===== src/cpu16_pkg.sv =====
package cpu16_pkg;

	typedef logic [15:0] uword;      // Data word and byte address
	typedef logic [15:0] instr_t;
	typedef logic [3:0]  reg_addr_t;
	typedef logic [3:0]  opcode_t;
	typedef logic [3:0]  alu_op_t;
	typedef logic [1:0]  fwd_sel_t;

	// Opcodes in bits 15:12, anything else decodes as a no-op
	localparam opcode_t OP_ALU  = 4'h0;
	localparam opcode_t OP_LI   = 4'h1;
	localparam opcode_t OP_ADDI = 4'h2;
	localparam opcode_t OP_LW   = 4'h3;
	localparam opcode_t OP_SW   = 4'h4;
	localparam opcode_t OP_BEQ  = 4'h5;
	localparam opcode_t OP_BNE  = 4'h6;
	localparam opcode_t OP_JMP  = 4'h7;
	localparam opcode_t OP_HALT = 4'hf;

	// Same codes as the func field of ALU instructions
	localparam alu_op_t ALU_ADD = 4'd0;
	localparam alu_op_t ALU_SUB = 4'd1;
	localparam alu_op_t ALU_AND = 4'd2;
	localparam alu_op_t ALU_OR  = 4'd3;
	localparam alu_op_t ALU_XOR = 4'd4;
	localparam alu_op_t ALU_SLL = 4'd5;
	localparam alu_op_t ALU_SRL = 4'd6;
	localparam alu_op_t ALU_SLT = 4'd7; // Signed compare

	localparam fwd_sel_t FWD_RF = 2'd0; // Register file read
	localparam fwd_sel_t FWD_EX = 2'd1; // Execute result
	localparam fwd_sel_t FWD_WB = 2'd2; // Writeback value

	typedef enum logic [1:0] {
		CORE_IDLE,
		CORE_RUN,
		CORE_HALTED
	} core_state_e;

	typedef struct packed {
		logic      valid;
		logic      reg_wr;
		logic      mem_rd;
		logic      mem_wr;
		alu_op_t   alu_op;
		reg_addr_t dest;
		uword      a;
		uword      b;
		uword      st_data;  // r1 value for SW
	} dec_ex_t;

	typedef struct packed {
		logic      valid;
		logic      reg_wr;
		logic      mem_rd;
		logic      mem_wr;
		reg_addr_t dest;
		uword      result;   // ALU value or memory address
		uword      st_data;
	} ex_mem_t;

	typedef struct packed {
		logic      valid;
		reg_addr_t addr;
		uword      data;
	} wb_t;

endpackage


===== src/cpu16_alu.sv =====
`timescale 1ns/100ps

module cpu16_alu import cpu16_pkg::*; (
	input  alu_op_t op,
	input  uword    a,
	input  uword    b,
	output uword    y
);
	logic [3:0] shamt;
	logic       lt;

	assign shamt = b[3:0];                     // Only low 4 bits shift
	assign lt    = $signed(a) < $signed(b);

	always_comb begin
		case (op)
			ALU_ADD: y = a + b;
			ALU_SUB: y = a - b;
			ALU_AND: y = a & b;
			ALU_OR:  y = a | b;
			ALU_XOR: y = a ^ b;
			ALU_SLL: y = a << shamt;
			ALU_SRL: y = a >> shamt;           // Logical
			ALU_SLT: y = {15'd0, lt};
			default: y = '0;
		endcase
	end

endmodule


===== src/cpu16_fetch.sv =====
`timescale 1ns/100ps

module cpu16_fetch import cpu16_pkg::*; #(
	parameter int PROG_DEPTH = 64
) (
	input  logic                          clk,
	input  logic                          rst_n,
	input  logic                          run,
	input  logic                          prog_we,
	input  logic [$clog2(PROG_DEPTH)-1:0] prog_addr,
	input  instr_t                        prog_wdata,
	input  logic                          stall,
	input  logic                          taken,
	input  uword                          target,
	input  logic                          halt_seen,
	output uword                          pc,
	output instr_t                        instr,
	output logic                          active,
	output logic                          halted
);
	localparam int PA_W = $clog2(PROG_DEPTH);

	core_state_e state;
	instr_t      prog_mem [PROG_DEPTH];

	// Idle until run, then run until a HALT is decoded
	always_ff @(posedge clk or negedge rst_n) begin
		if (!rst_n) begin
			state <= CORE_IDLE;
		end else if (state == CORE_IDLE && run) begin
			state <= CORE_RUN;
		end else if (state == CORE_RUN && halt_seen) begin
			state <= CORE_HALTED;  // Left only through reset
		end
	end

	assign active = (state == CORE_RUN);
	assign halted = (state == CORE_HALTED);

	// Holds on stall, idle, halt
	always_ff @(posedge clk or negedge rst_n) begin
		if (!rst_n) begin
			pc <= '0;
		end else if (active && !stall && !halt_seen) begin
			pc <= taken ? target : pc + 16'd2;
		end
	end

	// Load port only usable while the core is not running
	always_ff @(posedge clk) begin
		if (prog_we && !active) begin
			prog_mem[prog_addr] <= prog_wdata;
		end
	end

	assign instr = prog_mem[pc[PA_W:1]];  // Byte PC to word index

endmodule


===== src/cpu16_regfile.sv =====
`timescale 1ns/100ps

module cpu16_regfile import cpu16_pkg::*; (
	input  logic      clk,
	input  logic      rst_n,
	input  reg_addr_t ra1,
	input  reg_addr_t ra2,
	input  wb_t       wb,
	output uword      rd1,
	output uword      rd2
);
	uword regs [16];

	// Single write port from writeback
	always_ff @(posedge clk or negedge rst_n) begin
		if (!rst_n) begin
			for (int i = 0; i < 16; i++) begin
				regs[i] <= '0;
			end
		end else if (wb.valid) begin
			regs[wb.addr] <= wb.data;
		end
	end

	// Asynchronous reads
	// Same-cycle write is covered by forwarding in decode
	assign rd1 = regs[ra1];
	assign rd2 = regs[ra2];

endmodule


===== src/cpu16_hazard.sv =====
`timescale 1ns/100ps

module cpu16_hazard import cpu16_pkg::*; (
	input  reg_addr_t src_a,
	input  reg_addr_t src_b,
	input  logic      use_a,
	input  logic      use_b,
	input  wb_t       ex_fwd,
	input  logic      ex_load,
	input  reg_addr_t ex_dest,
	input  logic      ex_valid,
	input  wb_t       wb,
	output fwd_sel_t  fwd_a,
	output fwd_sel_t  fwd_b,
	output logic      stall
);
	logic load_hit_a;
	logic load_hit_b;

	// Youngest value wins
	function automatic fwd_sel_t pick_src(reg_addr_t src, logic used, wb_t ex, wb_t w);
		if (used && ex.valid && ex.addr == src)
			return FWD_EX;
		if (used && w.valid && w.addr == src)
			return FWD_WB;
		return FWD_RF;
	endfunction

	assign fwd_a = pick_src(src_a, use_a, ex_fwd, wb);
	assign fwd_b = pick_src(src_b, use_b, ex_fwd, wb);

	// Load data not ready until writeback
	assign load_hit_a = use_a && (ex_dest == src_a);
	assign load_hit_b = use_b && (ex_dest == src_b);
	assign stall      = ex_valid && ex_load && (load_hit_a || load_hit_b);

endmodule


===== src/cpu16_decode.sv =====
`timescale 1ns/100ps

module cpu16_decode import cpu16_pkg::*; (
	input  logic      clk,
	input  logic      rst_n,
	input  logic      active,
	input  instr_t    instr,
	input  uword      pc,
	input  uword      rd1,
	input  uword      rd2,
	input  fwd_sel_t  fwd_a,
	input  fwd_sel_t  fwd_b,
	input  logic      stall,
	input  wb_t       ex_fwd,
	input  wb_t       wb,
	output reg_addr_t ra1,
	output reg_addr_t ra2,
	output reg_addr_t src_a,
	output reg_addr_t src_b,
	output logic      use_a,
	output logic      use_b,
	output logic      taken,
	output uword      target,
	output logic      halt_seen,
	output dec_ex_t   s1
);
	opcode_t opcode;
	uword    imm4;
	uword    imm8;
	uword    imm12;
	uword    offset;
	uword    op_a;
	uword    op_b;
	logic    uses_a;
	logic    uses_b;
	logic    is_branch;
	logic    is_jump;
	logic    is_halt;
	logic    cond;
	logic    issue;
	dec_ex_t s1_d;

	assign opcode = instr[15:12];
	assign src_a  = instr[11:8];  // r1, also the destination
	assign src_b  = instr[7:4];   // r2
	assign ra1    = src_a;
	assign ra2    = src_b;

	assign imm4  = {{12{instr[3]}}, instr[3:0]};
	assign imm8  = {{8{instr[7]}}, instr[7:0]};
	assign imm12 = {{4{instr[11]}}, instr[11:0]};

	function automatic uword fwd_mux(fwd_sel_t sel, uword rf, uword ex, uword wbv);
		case (sel)
			FWD_EX:  return ex;
			FWD_WB:  return wbv;
			default: return rf;
		endcase
	endfunction

	assign op_a  = fwd_mux(fwd_a, rd1, ex_fwd.data, wb.data);
	assign op_b  = fwd_mux(fwd_b, rd2, ex_fwd.data, wb.data);
	assign issue = active && !stall;

	always_comb begin
		s1_d         = '0;
		s1_d.alu_op  = ALU_ADD;    // Immediates and addresses use add
		s1_d.dest    = src_a;
		s1_d.a       = op_a;
		s1_d.b       = op_b;
		s1_d.st_data = op_a;
		uses_a       = 1'b0;
		uses_b       = 1'b0;
		is_branch    = 1'b0;
		is_jump      = 1'b0;
		is_halt      = 1'b0;
		case (opcode)
			OP_ALU: begin
				s1_d.reg_wr = !instr[3];   // Funcs 8 to 15 do nothing
				s1_d.alu_op = instr[3:0];
				uses_a      = 1'b1;
				uses_b      = 1'b1;
			end
			OP_LI: begin
				s1_d.reg_wr = 1'b1;
				s1_d.a      = '0;          // 0 + imm8
				s1_d.b      = imm8;
			end
			OP_ADDI: begin
				s1_d.reg_wr = 1'b1;
				s1_d.b      = imm8;
				uses_a      = 1'b1;
			end
			OP_LW: begin
				s1_d.reg_wr = 1'b1;
				s1_d.mem_rd = 1'b1;
				s1_d.a      = op_b;        // Base in r2
				s1_d.b      = imm4;
				uses_b      = 1'b1;
			end
			OP_SW: begin
				s1_d.mem_wr = 1'b1;
				s1_d.a      = op_b;
				s1_d.b      = imm4;
				uses_a      = 1'b1;        // Store data
				uses_b      = 1'b1;
			end
			OP_BEQ, OP_BNE: begin
				is_branch = 1'b1;
				uses_a    = 1'b1;
				uses_b    = 1'b1;
			end
			OP_JMP:  is_jump = 1'b1;
			OP_HALT: is_halt = 1'b1;
			default: ;                     // No-op
		endcase
		s1_d.valid = issue && (s1_d.reg_wr || s1_d.mem_wr);  // Others go as bubbles
	end

	assign use_a = active && uses_a;
	assign use_b = active && uses_b;

	// Branches resolve here on forwarded operands
	assign cond      = (op_a == op_b) ^ (opcode == OP_BNE);
	assign taken     = issue && ((is_branch && cond) || is_jump);
	assign offset    = is_branch ? imm4 : imm12;
	assign target    = pc + 16'd2 + {offset[14:0], 1'b0};
	assign halt_seen = active && is_halt;

	always_ff @(posedge clk or negedge rst_n) begin
		if (!rst_n) begin
			s1 <= '0;
		end else begin
			s1 <= s1_d;
		end
	end

endmodule


===== src/cpu16_execute.sv =====
`timescale 1ns/100ps

module cpu16_execute import cpu16_pkg::*; (
	input  logic      clk,
	input  logic      rst_n,
	input  dec_ex_t   s1,
	output wb_t       ex_fwd,
	output logic      ex_load,
	output reg_addr_t ex_dest,
	output logic      ex_valid,
	output ex_mem_t   s2
);
	uword    alu_y;
	ex_mem_t s2_d;

	cpu16_alu alu_i (
		.op (s1.alu_op),
		.a  (s1.a),
		.b  (s1.b),
		.y  (alu_y)      // Also the LW and SW address
	);

	// Loads have no data yet so they never forward from here
	assign ex_fwd.valid = s1.valid && s1.reg_wr && !s1.mem_rd;
	assign ex_fwd.addr  = s1.dest;
	assign ex_fwd.data  = alu_y;

	// For the load-use check
	assign ex_load  = s1.mem_rd;
	assign ex_dest  = s1.dest;
	assign ex_valid = s1.valid;

	always_comb begin
		s2_d.valid   = s1.valid;
		s2_d.reg_wr  = s1.reg_wr;
		s2_d.mem_rd  = s1.mem_rd;
		s2_d.mem_wr  = s1.mem_wr;
		s2_d.dest    = s1.dest;
		s2_d.result  = alu_y;
		s2_d.st_data = s1.st_data;
	end

	always_ff @(posedge clk or negedge rst_n) begin
		if (!rst_n) begin
			s2 <= '0;
		end else begin
			s2 <= s2_d;
		end
	end

endmodule


===== src/cpu16_memwb.sv =====
`timescale 1ns/100ps

module cpu16_memwb import cpu16_pkg::*; #(
	parameter int DATA_DEPTH = 32
) (
	input  logic    clk,
	input  logic    rst_n,
	input  ex_mem_t s2,
	output wb_t     wb,
	output logic    st_valid,
	output uword    st_addr,
	output uword    st_data
);
	localparam int DA_W = $clog2(DATA_DEPTH);

	uword            dmem [DATA_DEPTH];
	logic [DA_W-1:0] idx;

	assign idx      = s2.result[DA_W-1:0];   // Word address, upper bits ignored
	assign st_valid = s2.valid && s2.mem_wr;
	assign st_addr  = s2.result;
	assign st_data  = s2.st_data;

	always_ff @(posedge clk or negedge rst_n) begin
		if (!rst_n) begin
			for (int i = 0; i < DATA_DEPTH; i++) begin
				dmem[i] <= '0;
			end
		end else if (st_valid) begin
			dmem[idx] <= s2.st_data;
		end
	end

	// Load data read in the same cycle
	assign wb.valid = s2.valid && s2.reg_wr;
	assign wb.addr  = s2.dest;
	assign wb.data  = s2.mem_rd ? dmem[idx] : s2.result;

endmodule


===== src/cpu16_top.sv =====
`timescale 1ns/100ps

module cpu16_top import cpu16_pkg::*; #(
	parameter int PROG_DEPTH = 64,
	parameter int DATA_DEPTH = 32
) (
	input  logic                          clk,
	input  logic                          rst_n,
	input  logic                          run,
	input  logic                          prog_we,
	input  logic [$clog2(PROG_DEPTH)-1:0] prog_addr,
	input  instr_t                        prog_wdata,
	output wb_t                           wb,
	output logic                          st_valid,
	output uword                          st_addr,
	output uword                          st_data,
	output logic                          halted
);
	uword      pc;
	uword      target;
	uword      rd1;
	uword      rd2;
	instr_t    instr;
	logic      active;
	logic      taken;
	logic      halt_seen;
	logic      stall;
	logic      use_a;
	logic      use_b;
	logic      ex_load;
	logic      ex_valid;
	reg_addr_t ra1;
	reg_addr_t ra2;
	reg_addr_t src_a;
	reg_addr_t src_b;
	reg_addr_t ex_dest;
	fwd_sel_t  fwd_a;
	fwd_sel_t  fwd_b;
	dec_ex_t   s1;
	ex_mem_t   s2;
	wb_t       ex_fwd;

	cpu16_fetch #(.PROG_DEPTH(PROG_DEPTH)) fetch_i (
		.clk, .rst_n, .run, .prog_we, .prog_addr, .prog_wdata,
		.stall, .taken, .target, .halt_seen,
		.pc, .instr, .active, .halted
	);

	cpu16_regfile regfile_i (
		.clk, .rst_n, .ra1, .ra2, .wb, .rd1, .rd2
	);

	cpu16_hazard hazard_i (
		.src_a, .src_b, .use_a, .use_b, .ex_fwd, .ex_load,
		.ex_dest, .ex_valid, .wb, .fwd_a, .fwd_b, .stall
	);

	// Stage 1
	cpu16_decode decode_i (
		.clk, .rst_n, .active, .instr, .pc, .rd1, .rd2,
		.fwd_a, .fwd_b, .stall, .ex_fwd, .wb,
		.ra1, .ra2, .src_a, .src_b, .use_a, .use_b,
		.taken, .target, .halt_seen, .s1
	);

	// Stage 2
	cpu16_execute execute_i (
		.clk, .rst_n, .s1, .ex_fwd, .ex_load, .ex_dest, .ex_valid, .s2
	);

	// Stage 3
	cpu16_memwb #(.DATA_DEPTH(DATA_DEPTH)) memwb_i (
		.clk, .rst_n, .s2, .wb, .st_valid, .st_addr, .st_data
	);

endmodule


===== config.mk =====
export PLATFORM = sky130hd
export DESIGN_NAME = cpu16_top
export DESIGN_NICKNAME = d
export VERILOG_FILES = /design/src/cpu16_pkg.sv /design/src/cpu16_alu.sv /design/src/cpu16_fetch.sv /design/src/cpu16_regfile.sv /design/src/cpu16_hazard.sv /design/src/cpu16_decode.sv /design/src/cpu16_execute.sv /design/src/cpu16_memwb.sv /design/src/cpu16_top.sv
export SDC_FILE = /design/constraint.sdc
export NUM_CORES = 2
export LEC_CHECK = 0
export BUFFER_PORTS_ARGS = -buffer_cell sky130_fd_sc_hd__buf_2
export CAP_MARGIN = 10
export CORE_UTILIZATION = 65
export CTS_CLUSTER_DIAMETER = 120
export CTS_CLUSTER_SIZE = 30
export DETAILED_ROUTE_END_ITERATION = 10
export PLACE_DENSITY = 0.82
export SLEW_MARGIN = 20
export SYNTH_ARGS = -nofsm -noshare
export SYNTH_HDL_FRONTEND = slang
export SYNTH_HIERARCHICAL = 1
export SYNTH_SLANG_ARGS = --single-unit

===== constraint.sdc =====
create_clock -name clk -period 13.5 [get_ports clk]
set_clock_uncertainty 0.1 [all_clocks]
set_input_delay 2.025 -clock clk [delete_from_list [all_inputs] [get_ports clk]]
set_output_delay 2.025 -clock clk [all_outputs]
set_load 0.01 [all_outputs]

==> flow_summary.json <==
{
  "status": "finished, final reports clean",
  "drt_iter0_drc": 6129,
  "end_kind": "flop",
  "rows": 132,
  "port_buffers": 80,
  "cts.sinks": 1900,
  "fin_setup_tns_ps": 0,
  "post_drt_wl_per_cell_um": 31.3,
  "reg2reg_setup_slack_ps": 3670,
  "cts.path.max_buffers": 3,
  "grt_max_degree": 187,
  "worstPathArrival_ps": 10300,
  "reg2reg_depth": 26,
  "path_clk_slew_ps": 120,
  "cts_root_buffer": "clkbuf_16",
  "antenna_found_initial": 3,
  "numCtsBuffers": 73,
  "clk_latency_ps": 730,
  "hold_end": "execute_i/s2[6]",
  "drt-pass1-iter-count": 6,
  "synth_warnings": 6,
  "crit_fanout": 86,
  "place.gp.congestion": 0.948,
  "dp_hpwl_mm": 135,
  "post-cts-setup-buffers": 0,
  "crit_type": "flop to flop",
  "antenna_left": 0,
  "cts_tree": "done",
  "dieWidth_um": 364,
  "r2r-start": "fetch_i/pc[1]",
  "die_area_um2": 133000,
  "grt_pass1_wl_mm": 322,
  "rsz0062_at_grt": "false",
  "power_density_nw_per_um2": 181,
  "max_clock_freq_mhz": 102,
  "cts_resized": 0,
  "synth_nets": 5352,
  "ios": 81,
  "grt_pass1_vias": 48741,
  "hold_violations": 0,
  "initial_core_util_pct": 65.7,
  "period_minus_slack_ps": 9830,
  "most-common-layout-cells": "edfxtp_1, dfrtp_1, mux2_2, mux4_2",
  "cp-start-kind": "flop",
  "final_common_cell": "edfxtp_1",
  "ctsHtreeMaxLevel": 3,
  "critPathLaunch": "fetch_i/pc[1]",
  "worst_pin_slew_ps": 1270,
  "track_usage_pct": 33.1,
  "netlist_area_um2": 85300,
  "grt_overflow": 0,
  "min_period_over_period_pct": 72.8,
  "crit_required_ps": 13970,
  "routed_via_density": 7.05,
  "drive_above_1_share_pct": 31.3,
  "hp-start": "decode_i/s1[6]",
  "synth_cells": 5255,
  "dpl_cell_area_um2": 86900,
  "r2r-end": "fetch_i/pc[6]",
  "drcViolationCount": 0,
  "area_delta_synth_final_pct": 4.43,
  "min_path_cells": 0,
  "p_leak_nw": 34.4,
  "maxCapViolations": 0,
  "die-height_um": 364,
  "finalSetupViolCount": 0,
  "wirelength_mm": 216,
  "synth_area_per_cell_um2": 16.2,
  "design.core.area_um2": 130000,
  "hold_buffers": 0,
  "design_area_um2": 89100,
  "peakVddDrop_mv": 0.191,
  "insertedDiodeCount": 0,
  "maxSlewHeadroom_pct": 14.7,
  "nNetsFinal": 5225,
  "final_max_slew_viol_count": 0,
  "min_path_type": "flop to flop",
  "dr_total_vias": 48666
}
[power by group]
part	internal, mW	leakage [nW]	switching [mW]	total [mW]
Combinational	2.40	12.1	4.16	6.56
Clock	1.04	1.00	1.73	2.77
Sequential	6.42	21.4	0.399	6.81
[layout make-up]
type	instances	area, um^2
tap	1742	2180
multi-input combinational	2820	30000
fill	8434	40700
clock buffer	100	1930
inverter	88	330
clock inverter	9	154
sequential	1900	52700
timing repair buffer	245	1800
[registers in the layout, indices dropped and copies added (netlist names)]
name and count:
fetch_i/prog_mem 1024, memwb_i/dmem 512, decode_i/s1 60, fetch_i/pc 6, fetch_i/state 2, execute_i/s2 40
regfile_i/regs 256
[through the flow]
step	util, %	setup WS [ps]	instances	hold WS [ps]	power, mW
after global routing	68.6	3220	6904	270	16.7
final	68.6	3670	6904	252	16.1
after detailed placement	67.0	4040	6792	237	13.3
after floorplan	-	7460	5255	231	11.3
after global placement	67.0	4310	6792	236	13.2
after CTS	68.6	3930	6901	259	16.0
[critical path, stage by stage (launching register included)]
cell	delay, ps
dfrtp_4	970
buf_12	570
nand3b_1	560
o221ai_1	400
a211oi_1	140
a211oi_1	530
a31o_1	440
nand2_1	140
o21ai_1	110
nand2b_1	510
a21boi_1	560
nand3_1	110
nor4_1	460
nor3_1	160
ha_1	800
inv_2	320
o21ai_0	440
xor2_1	230
nand4_1	160
nor4_2	580
mux2i_1	170
nor4bb_2	360
buf_4	270
inv_1	70
and2_1	130
a22oi_1	140
o21ai_0	140
[worst max path at each step]
| stage | end | slack, ps | depth (start not counted) |
|---|---|---|---|
| final | fetch_i/pc[6] | 3670 | 26 |
| after global routing | fetch_i/pc[6] | 3220 | 26 |
| after CTS | fetch_i/pc[6] | 3930 | 26 |
| after detailed placement | fetch_i/pc[6] | 4040 | 26 |
| after global placement | fetch_i/pc[6] | 4310 | 26 |
| after floorplan | fetch_i/pc[3] | 7460 | 28 |
[routing by layer]
layer	global-route usage, %	vias up	wire length (um)
li1	-	20036	-
met1	46.0	25550	82700
met2	53.3	2624	106000
met3	5.54	456	19200
met4	12.1	0	8970
met5	0	-	0
Note: power is estimated with default switching activity, not from simulation.
